[config.mk]
export PLATFORM = sky130hd
export DESIGN_NAME = uart_core
export DESIGN_NICKNAME = d
export VERILOG_FILES = /design/src/uart_pkg.sv /design/src/uart_baud_gen.sv /design/src/uart_core.sv /design/src/uart_fifo.sv /design/src/uart_receiver.sv /design/src/uart_transmitter.sv
export SDC_FILE = /design/constraint.sdc
export NUM_CORES = 1
export LEC_CHECK = 0
export ABC_CLOCK_PERIOD_IN_PS = 2200
export BUFFER_PORTS_ARGS = -buffer_cell sky130_fd_sc_hd__buf_2
export CAP_MARGIN = 20
export CORE_MARGIN = 2
export CORE_UTILIZATION = 49
export CTS_CLUSTER_DIAMETER = 200
export CTS_CLUSTER_SIZE = 30
export DETAILED_ROUTE_END_ITERATION = 8
export HOLD_SLACK_MARGIN = 0.08
export PLACE_DENSITY = 0.69
export REMOVE_ABC_BUFFERS = 1
export SLEW_MARGIN = 40
export SYNTH_ARGS = -nofsm -noshare
export SYNTH_HDL_FRONTEND = slang
export SYNTH_SLANG_ARGS = --single-unit
[constraint.sdc]
create_clock -name i_CLK -period 2.2 [get_ports i_CLK]
set_input_delay 0.22 -clock i_CLK [delete_from_list [all_inputs] [get_ports i_CLK]]
set_output_delay 0.22 -clock i_CLK [all_outputs]
set_load 0.02 [all_outputs]
[src/uart_pkg.sv]
package uart_pkg;

	// 8N1 frame format.
	localparam int DATA_BITS = 8;

	// Sixteen samples per bit, four clocks per sample.
	localparam int OVERSAMPLE = 16;
	localparam int CLKS_PER_TICK = 4;

	// Entries in each FIFO.
	localparam int FIFO_DEPTH = 4;

	// Derived widths.
	localparam int BIT_CNT_W = $clog2(DATA_BITS);
	localparam int SAMPLE_CNT_W = $clog2(OVERSAMPLE);
	localparam int TICK_CNT_W = $clog2(CLKS_PER_TICK);
	localparam int FIFO_PTR_W = $clog2(FIFO_DEPTH);
	localparam int FIFO_CNT_W = $clog2(FIFO_DEPTH + 1);

	// Tick index at the middle of a bit.
	localparam int MID_SAMPLE = OVERSAMPLE / 2;

	typedef logic [DATA_BITS-1:0] uart_byte_t;

	// One received byte with its stop bit check.
	typedef struct packed {
		uart_byte_t data;
		logic framing_error;
	} rx_frame_t;

endpackage

[src/uart_baud_gen.sv]
`timescale 1ns/1ps

module uart_baud_gen
	import uart_pkg::*;
(
	input  logic i_CLK,
	input  logic i_RESET,
	output logic o_TICK16,
	output logic o_BIT_TICK
);

	logic [TICK_CNT_W-1:0] clk_cnt;
	logic [SAMPLE_CNT_W-1:0] tick_cnt;

	always_ff @(posedge i_CLK)
	begin
		if (i_RESET)
		begin
			clk_cnt <= '0;
			tick_cnt <= '0;
		end
		else
		begin
			if (o_TICK16)
				clk_cnt <= '0;
			else
				clk_cnt <= clk_cnt + 1'b1;

			// Wraps after sixteen ticks.
			if (o_TICK16)
				tick_cnt <= tick_cnt + 1'b1;
		end
	end

	assign o_TICK16 = (clk_cnt == TICK_CNT_W'(CLKS_PER_TICK - 1));

	// Last tick of each bit period.
	assign o_BIT_TICK = o_TICK16 && (tick_cnt == SAMPLE_CNT_W'(OVERSAMPLE - 1));

endmodule

[src/uart_core.sv]
`timescale 1ns/1ps

module uart_core
	import uart_pkg::*;
(
	input  logic       i_CLK,
	input  logic       i_RESET,
	input  logic       i_WR,
	input  uart_byte_t i_WR_DATA,
	input  logic       i_RD,
	input  logic       i_RX,
	output logic       o_TX_FULL,
	output logic       o_RX_EMPTY,
	output rx_frame_t  o_RX_FRAME,
	output logic       o_RX_OVERRUN,
	output logic       o_TX,
	output logic       o_TX_BUSY
);

	logic tick16;
	logic bit_tick;
	logic tx_push;
	logic tx_empty;
	logic tx_start;
	uart_byte_t tx_head;
	logic rx_valid;
	logic rx_full;
	logic rx_push;
	logic rx_pop;
	rx_frame_t rx_frame;

	uart_baud_gen baud_gen (
		.i_CLK(i_CLK),
		.i_RESET(i_RESET),
		.o_TICK16(tick16),
		.o_BIT_TICK(bit_tick)
	);

	// Writes into a full FIFO are dropped.
	assign tx_push = i_WR && !o_TX_FULL;

	uart_fifo #(.T(uart_byte_t)) tx_fifo (
		.i_CLK(i_CLK),
		.i_RESET(i_RESET),
		.i_PUSH(tx_push),
		.i_DATA(i_WR_DATA),
		.i_POP(tx_start),
		.o_DATA(tx_head),
		.o_EMPTY(tx_empty),
		.o_FULL(o_TX_FULL)
	);

	uart_transmitter transmitter (
		.i_CLK(i_CLK),
		.i_RESET(i_RESET),
		.i_CLK_EN(bit_tick),
		.i_TX_ENABLE(!tx_empty),
		.i_DATA_IN(tx_head),
		.o_TX_BUSY(o_TX_BUSY),
		.o_START(tx_start),
		.o_TX(o_TX)
	);

	uart_receiver receiver (
		.i_CLK(i_CLK),
		.i_RESET(i_RESET),
		.i_TICK16(tick16),
		.i_RX(i_RX),
		.o_VALID(rx_valid),
		.o_FRAME(rx_frame)
	);

	assign rx_push = rx_valid && !rx_full;
	assign rx_pop = i_RD && !o_RX_EMPTY;

	uart_fifo #(.T(rx_frame_t)) rx_fifo (
		.i_CLK(i_CLK),
		.i_RESET(i_RESET),
		.i_PUSH(rx_push),
		.i_DATA(rx_frame),
		.i_POP(rx_pop),
		.o_DATA(o_RX_FRAME),
		.o_EMPTY(o_RX_EMPTY),
		.o_FULL(rx_full)
	);

	// Frame lost to a full receive FIFO.
	always_ff @(posedge i_CLK)
	begin
		if (i_RESET)
			o_RX_OVERRUN <= 1'b0;
		else
			o_RX_OVERRUN <= rx_valid && rx_full;
	end

endmodule

[src/uart_fifo.sv]
`timescale 1ns/1ps

module uart_fifo
	import uart_pkg::*;
#(
	parameter type T = uart_byte_t
)
(
	input  logic i_CLK,
	input  logic i_RESET,
	input  logic i_PUSH,
	input  T     i_DATA,
	input  logic i_POP,
	output T     o_DATA,
	output logic o_EMPTY,
	output logic o_FULL
);

	T mem [FIFO_DEPTH];

	logic [FIFO_PTR_W-1:0] wr_ptr;
	logic [FIFO_PTR_W-1:0] rd_ptr;
	logic [FIFO_CNT_W-1:0] count;

	function automatic logic [FIFO_PTR_W-1:0] next_ptr(input logic [FIFO_PTR_W-1:0] ptr);
		if (ptr == FIFO_PTR_W'(FIFO_DEPTH - 1))
			return '0;
		return ptr + 1'b1;
	endfunction

	always_ff @(posedge i_CLK)
	begin
		if (i_PUSH)
			mem[wr_ptr] <= i_DATA;
	end

	always_ff @(posedge i_CLK)
	begin
		if (i_RESET)
		begin
			wr_ptr <= '0;
			rd_ptr <= '0;
			count <= '0;
		end
		else
		begin
			if (i_PUSH)
				wr_ptr <= next_ptr(wr_ptr);
			if (i_POP)
				rd_ptr <= next_ptr(rd_ptr);

			case ({i_PUSH, i_POP})
				2'b10: count <= count + 1'b1;
				2'b01: count <= count - 1'b1;
				default: count <= count;
			endcase
		end
	end

	// Head entry is visible without a read.
	assign o_DATA = mem[rd_ptr];
	assign o_EMPTY = (count == '0);
	assign o_FULL = (count == FIFO_CNT_W'(FIFO_DEPTH));

	a_no_push_full: assert property (@(posedge i_CLK) disable iff (i_RESET)
		o_FULL |-> !i_PUSH);

	a_no_pop_empty: assert property (@(posedge i_CLK) disable iff (i_RESET)
		o_EMPTY |-> !i_POP);

endmodule

[src/uart_receiver.sv]
`timescale 1ns/1ps

module uart_receiver
	import uart_pkg::*;
(
	input  logic      i_CLK,
	input  logic      i_RESET,
	input  logic      i_TICK16,
	input  logic      i_RX,
	output logic      o_VALID,
	output rx_frame_t o_FRAME
);

	typedef enum logic [1:0] {
		st_idle,
		st_start,
		st_data,
		st_stop
	} rx_state_t;

	rx_state_t state;

	logic rx_meta;
	logic rx_sync;
	logic [SAMPLE_CNT_W-1:0] tick_cnt;
	logic [BIT_CNT_W-1:0] bit_cnt;
	uart_byte_t shift_reg;
	logic mid_point;
	logic sample_point;

	// Line idles high.
	always_ff @(posedge i_CLK)
	begin
		if (i_RESET)
		begin
			rx_meta <= 1'b1;
			rx_sync <= 1'b1;
		end
		else
		begin
			rx_meta <= i_RX;
			rx_sync <= rx_meta;
		end
	end

	assign mid_point = i_TICK16 && (tick_cnt == SAMPLE_CNT_W'(MID_SAMPLE - 1));
	assign sample_point = i_TICK16 && (tick_cnt == SAMPLE_CNT_W'(OVERSAMPLE - 1));

	always_ff @(posedge i_CLK)
	begin
		if (i_RESET)
		begin
			state <= st_idle;
			tick_cnt <= '0;
			bit_cnt <= '0;
			o_VALID <= 1'b0;
		end
		else
		begin
			o_VALID <= 1'b0;
			case (state)
				st_idle:
				begin
					tick_cnt <= '0;
					bit_cnt <= '0;
					if (!rx_sync)
						state <= st_start;
				end
				st_start:
				begin
					// Half a bit in, the start bit must still be low.
					if (mid_point)
					begin
						tick_cnt <= '0;
						state <= rx_sync ? st_idle : st_data;
					end
					else if (i_TICK16)
						tick_cnt <= tick_cnt + 1'b1;
				end
				st_data:
				begin
					if (sample_point)
					begin
						bit_cnt <= bit_cnt + 1'b1;
						if (bit_cnt == BIT_CNT_W'(DATA_BITS - 1))
							state <= st_stop;
					end
					if (i_TICK16)
						tick_cnt <= tick_cnt + 1'b1;
				end
				default:
				begin
					if (sample_point)
					begin
						o_VALID <= 1'b1;
						state <= st_idle;
					end
					if (i_TICK16)
						tick_cnt <= tick_cnt + 1'b1;
				end
			endcase
		end
	end

	// LSB arrives first.
	always_ff @(posedge i_CLK)
	begin
		if (state == st_data && sample_point)
			shift_reg <= {rx_sync, shift_reg[DATA_BITS-1:1]};

		if (state == st_stop && sample_point)
		begin
			o_FRAME.data <= shift_reg;
			o_FRAME.framing_error <= ~rx_sync;
		end
	end

	a_valid_pulse: assert property (@(posedge i_CLK) disable iff (i_RESET)
		o_VALID |=> !o_VALID);

endmodule

[src/uart_transmitter.sv]
`timescale 1ns/1ps

module uart_transmitter
	import uart_pkg::*;
(
	input  logic       i_CLK,
	input  logic       i_RESET,
	input  logic       i_CLK_EN,
	input  logic       i_TX_ENABLE,
	input  uart_byte_t i_DATA_IN,
	output logic       o_TX_BUSY,
	output logic       o_START,
	output logic       o_TX
);

	typedef enum logic [1:0] {
		s_idle,
		s_start_tx,
		s_transmit,
		s_stop_tx
	} tx_state_t;

	tx_state_t state;
	tx_state_t next_state;

	logic [BIT_CNT_W-1:0] bit_count;
	uart_byte_t data_reg;

	always_comb
	begin
		case (state)
			s_idle:
				next_state = i_TX_ENABLE ? s_start_tx : s_idle;
			s_start_tx:
				next_state = s_transmit;
			s_transmit:
				next_state = (bit_count == BIT_CNT_W'(DATA_BITS - 1)) ? s_stop_tx : s_transmit;
			default:
				next_state = s_idle;
		endcase
	end

	always_ff @(posedge i_CLK)
	begin
		if (i_RESET)
		begin
			state <= s_idle;
			bit_count <= '0;
		end
		else if (i_CLK_EN)
		begin
			state <= next_state;
			// Steps once per bit period.
			if (state == s_transmit)
				bit_count <= bit_count + 1'b1;
			else
				bit_count <= '0;
		end
	end

	// Tracks the FIFO head until a frame begins.
	always_ff @(posedge i_CLK)
	begin
		if (state == s_idle)
			data_reg <= i_DATA_IN;
	end

	assign o_START = (state == s_idle) && i_CLK_EN && i_TX_ENABLE;
	assign o_TX_BUSY = (state != s_idle);

	always_comb
	begin
		case (state)
			s_start_tx:
				o_TX = 1'b0;
			s_transmit:
				o_TX = data_reg[bit_count];
			default:
				o_TX = 1'b1;
		endcase
	end

	// The line only moves on a bit enable.
	a_line_steady: assert property (@(posedge i_CLK) disable iff (i_RESET)
		!i_CLK_EN |=> $stable(o_TX));

	// Every frame begins with a FIFO pop.
	a_start_pop: assert property (@(posedge i_CLK) disable iff (i_RESET)
		$rose(o_TX_BUSY) |-> $past(o_START));

endmodule
# Yosys cells after proc, flatten, opt, wreduce, memory -nomap -nowiden
# Memories as Yosys holds them, arrays and structs flattened. A register that Yosys moved wholly into a read port is not among the register bits.
# Cells that the tools add are included.
# totals
regBits	55
mem_bits_rw	68
in_bits	13
output_inout_bits	14
elab_cells	138
n_memories	2
# op_classes
addsub	13
n_lt_le_gt_ge	1
eq_ne	25
mux	48
bitwise	1
reduce_logical	28
# memory_table
memory	words	word_bits	rd	rd_clocked_by_memory_dff	wr	line_no	text
rx_fifo.mem	4	9	1	1	1	uart_fifo.sv:19	T mem [FIFO_DEPTH];
tx_fifo.mem	4	8	1	1	1	uart_fifo.sv:19	
# ops
op	count
$mux 2	16
$eq 2x2->1 const B	10
$mux 1	20
$pmux 3 s2	3
$add 3x1->3 const B	4
$eq 3x3->1 const B	4
$pmux 2 s3	2
$logic_and 1x1->1	11
$add 2x1->2 const B	5
$add 4x1->4 const B	2
$eq 2x1->1 const B	4
$eq 4x4->1 const B	2
$mux 4	2
$pmux 4 s2	1
$reduce_bool 2->1	4
$logic_not 3->1	2
$mux 3	2
$ne 2x1->1 const B	3
$sub 3x1->3 const B	2
$reduce_and 5->1	1
$eq 4x3->1 const B	1
$logic_not 1->1	4
$logic_not 2->1	2
$lt 3x4->1 const B	1
other kinds (8)	8

# Depth between registers and ports, before layout
# depth
word_depth	8
depth_mapped	9
mapped_depth_nobuf	9

# By module
# From an unflattened synthesis, not the netlist that was laid out.
# hier_totals
cells_unflattened	341
area_unflattened_um2	5402.7
# by_module_without_submodules
mod	instances	cells_each	area_per_inst_um2	seq_area_each_um2
uart_fifo at rx_fifo	1	94	1745.4	1261.2
uart_fifo at tx_fifo	1	89	1602.8	1141.1
uart_receiver	1	83	1113.6	750.7
uart_transmitter	1	46	611.8	340.3
uart_baud_gen	1	23	274.0	120.1
uart_core	1	6	55.1	20.0

# Least setup slack after synthesis
# Ideal clock, no wire load.
# synth_timing
kind	reg2reg
startpoint	reg transmitter.state[0]
endpoint	reg tx_fifo.count[2]
setup_ns	0.071
arrival_ns	2.197
required_time_ns	2.129
setup_slack_ns	-0.067
path_stages_with_launch	10
path_buffers	0
period_less_slack_ns	2.267
path_cell_list	dfxtp_1 -> inv_1 -> ha_1 -> o31ai_1 -> nor2_1 -> ha_1 -> fa_1 -> xnor2_1 -> or3_1 -> a21oi_1
# synth_via
elab_chain_len	5
word_cells_on_any_way	7
cone_classes	eq/ne (2); mux (1); reduce/logical (4)
# synth_rtl
element	line_no	text
from (decl)	uart_transmitter.sv:23	tx_state_t state;
from (signal assigned)	uart_transmitter.sv:47	state <= s_idle;
from (signal assigned)	uart_transmitter.sv:52	state <= next_state;
$logic_not 2->1 *	uart_transmitter.sv:68	assign o_START = (state == s_idle) && i_CLK_EN && i_TX_ENABLE;
$logic_and 1x1->1 * (2 in series)	uart_transmitter.sv:68	
named net transmitter.o_START	uart_transmitter.sv:12	output logic o_START,
$eq 2x1->1 or $eq 2x2->1 (tied branches)	uart_fifo.sv:52	case ({i_PUSH, i_POP})
$pmux 3 s2 or $reduce_bool 2->1 (tied branches)	n/a	
to (signal assigned)	uart_fifo.sv:53	2'b10: count <= count + 1'b1;
to (signal assigned)	uart_fifo.sv:54	2'b01: count <= count - 1'b1;
to (signal assigned)	uart_fifo.sv:55	default: count <= count;
to (decl)	uart_fifo.sv:23	logic [FIFO_CNT_W-1:0] count;
# Mark *: on every way through the listed nets, which the timed path passes. The rest lies on a longest branch.
# A chain may end at the register's enable or synchronous reset.

# Worst setup path after layout
# Ends and elaborated chain as after synthesis.

==> flow_metrics.tcl <==
set metrics [dict create \
    globalplace.congestion 0.727 \
    hold_viol 0 \
    start_util 0.510 \
    max_freq_mhz 471 \
    fin_crit_sh 0.965 \
    seq_area_um2 3600 \
    critPathTopFamily "adder cells" \
    grt_overflow 0 \
    rsz0062_at_grt "yes" \
    io_buffers 26 \
    finish.utilization 0.614 \
    numClockSinks 133 \
    yosysSeqAreaShare 0.677 \
    drc 0 \
    cts_tree "built" \
    cts_inserted_buffers 17 \
    power_density_nw_per_um2 908 \
    antenna_left 0 \
    place_ws_ns -0.0137 \
    layout_setup_ws_ns 0.0775 \
    synth_edf_count 93 \
    largest_reg_flops 36 \
    io_pins 27 \
    endpoint_kind "flop" \
    cp-start-kind "flop" \
    vias 2777 \
    cts_max_level 4 \
    first_pass_iters 4 \
    ir_drop_uv 515 \
    critPathMaxStageDelay_ns 0.43 \
    setup_viol 0 \
    area_growth_pct 20.5 \
    fin_area_um2 6400 \
    critical_path_buf_inv_count 1 \
    outcome "completed" \
    cp_slowest_cell "fa_1" \
    syn_avg_cell_area_um2 15.7 \
    arrival_ns 2.56 \
    core.rowCount 37 \
    grt_pass1_vias 2897 \
    die_w_um 108 \
    cpMostUsedCell "ha_2" \
    cts_buffer_depth 2 \
    worstSkewPairLatency_ns 0.51 \
    tightest_slew_ns 0.722 \
    max_slew_margin 0.518 \
    finalCriticalPeriod_ns 2.12 \
    cts-root-buf "clkbuf_8" \
    drv_slew 0 \
    synthFlopType "edfxtp_1" \
    dp_hpwl_um 5230 \
    grt_use_total 0.159 \
    top_register "rx_fifo.mem" \
    clock_skew_ns 0.00602 \
    wl_um 8210 \
    dieHeight_um 108 \
    async_flop_share 0 \
    worstHoldPathType "primary input to flop" \
    p_leak_nw 2.33 \
    netlist_area_um2 5310 \
    fill_cells 764 \
    nNetsFinal 438 \
    antenna_cells 0 \
    netlist_instances 339 \
    die-area_um2 11700 \
    multi_input_area_um2 1620 \
    path_max_fanout 3 \
    core_region_area_um2 10400 \
    vias_per_cell 5.10 \
    yosysUniqueCellTypes 39 \
    holdWs_ns 0.131 \
    cp_data_required_time_ns 2.64 \
    grt_max_degree 37 \
    ys_ff_latch 133 \
    cp_cell_sequence "inv_1, ha_2, o31ai_4, nor2_2, ha_2, fa_1, xnor2_1, or3_1, a21oi_2" \
    tns_ns 0 \
    crit_type "flop to flop" \
    post_drt_wl_per_cell_um 15.1 \
    drt_iter0_drc 130 \
    yosysWarnings 0 \
    biggestRegsByFlops "rx_fifo.mem: 36 flops, tx_fifo.mem: 32 flops, receiver.o_FRAME: 9 flops" \
    placed_cell_area_um2 5660 \
    antenna_found_initial 0 \
    grt_pass1_wl_um 13900 \
    drive_gt1_frac 0.267 \
    clkTransAtPathRegs_ns 0.06 \
    maxCapViolCount 0 \
]
[synth_stat cells, drive strengths merged (3+ instances only)]
| cell | number | area [um2] |
|---|---|---|
| clkbuf | 4 | 15.0 |
| buf | 7 | 32.5 |
| edfxtp | 93 | 2790 |
| o21ai | 4 | 20.0 |
| and2 | 8 | 50.1 |
| nor2 | 38 | 143 |
| xor2 | 8 | 70.1 |
| nand2 | 10 | 37.5 |
| xnor2 | 3 | 26.3 |
| nor3 | 6 | 35.0 |
| a21oi | 10 | 50.1 |
| ha | 27 | 338 |
| dfxtp | 40 | 801 |
| mux2i | 12 | 120 |
| nand4 | 4 | 31.3 |
| inv | 19 | 71.3 |
| nor3b | 4 | 35.0 |
| mux4 | 19 | 428 |
[metrics by stage]
step / cells / power (W)
2_1_floorplan: 328 / 0.00291
3_3_place_gp: 503 / 0.00297
3_5_place_dp: 503 / 0.00298
4_1_cts: 544 / 0.00586
5_1_grt: 545 / 0.00601
6_report: 545 / 0.00581
[timing repair]
| item | 4_1_cts | 5_1_grt |
|---|---|---|
| resized for setup | 1 | 10 |
| setup endpoints to repair | 1 | 3 |
| buffers inserted | 0 | 1 |
| hold endpoints to repair | 33 | 0 |
| hold buffers | 9 | 0 |
| pin swaps | 0 | 3 |
[layer usage]
layer  track usage  wire (um)  part of all wire
met1         0.188       3630              0.44
met2         0.269       4130              0.50
met3        0.0464        305             0.037
met4        0.0696        145             0.018
met5             0          0                 0
[power breakdown]
group	internal [W]	total, W	switching [W]
registers	0.00272	0.00275	0.0000264
clock network	0.00176	0.00286	0.00110
logic	0.0000960	0.000202	0.000106
total	0.00458	0.00581	0.00123
[final timing paths]
check,cells past startpoint,startpoint,slack (ns),endpoint
hold reg to reg,0,receiver.shift_reg[0],0.42,receiver.o_FRAME[1]
setup reg to reg,9,transmitter.state[0],0.08,tx_fifo.count[2]
hold / removal,4,i_RD,0.13,rx_fifo.rd_ptr[0]
setup / recovery,9,transmitter.state[0],0.08,tx_fifo.count[2]
[cell families after synthesis]
logic type	count (synthesis)	share of synthesized area
AOI/OAI and AO/OA	25	0.0337
xor gates and xnor gates	11	0.0182
adders and majority gates	29	0.0712
buffers and inverters	30	0.0224
DFF	133	0.677
muxes	31	0.103
and+or+nand+nor	80	0.0743
[layout make-up]
type / instances / area share
clock buffers: 18 / 0.0653
clock inverters: 14 / 0.0297
inverters: 19 / 0.0112
multi-input cells: 176 / 0.254
flip-flops and latches: 133 / 0.563
well taps: 136 / 0.0266
repair buffers: 49 / 0.0509
[worst register-to-register path, cell delays in order, from the launching register on]
cell and delay (ns):
dfxtp_1 0.33, inv_1 0.06, ha_2 0.21, o31ai_4 0.08, nor2_2 0.09, ha_2 0.21, fa_1 0.43, xnor2_1 0.14
or3_1 0.38, a21oi_2 0.13
[cells in the final DEF, fill, tap and decap left out, types with 10 or more instances in the layout]
| cell type | synthesis | layout |
|---|---|---|
| buf_2 | 5 | 26 |
| buf_4 | 0 | 14 |
| clkbuf_16 | 0 | 16 |
| dfxtp_1 | 40 | 36 |
| edfxtp_1 | 93 | 93 |
| ha_1 | 27 | 25 |
| inv_1 | 19 | 19 |
| mux2i_1 | 12 | 12 |
| mux4_2 | 19 | 19 |
| nand2_1 | 10 | 10 |
| nor2_1 | 38 | 36 |
(Power assumes the default switching activity.)
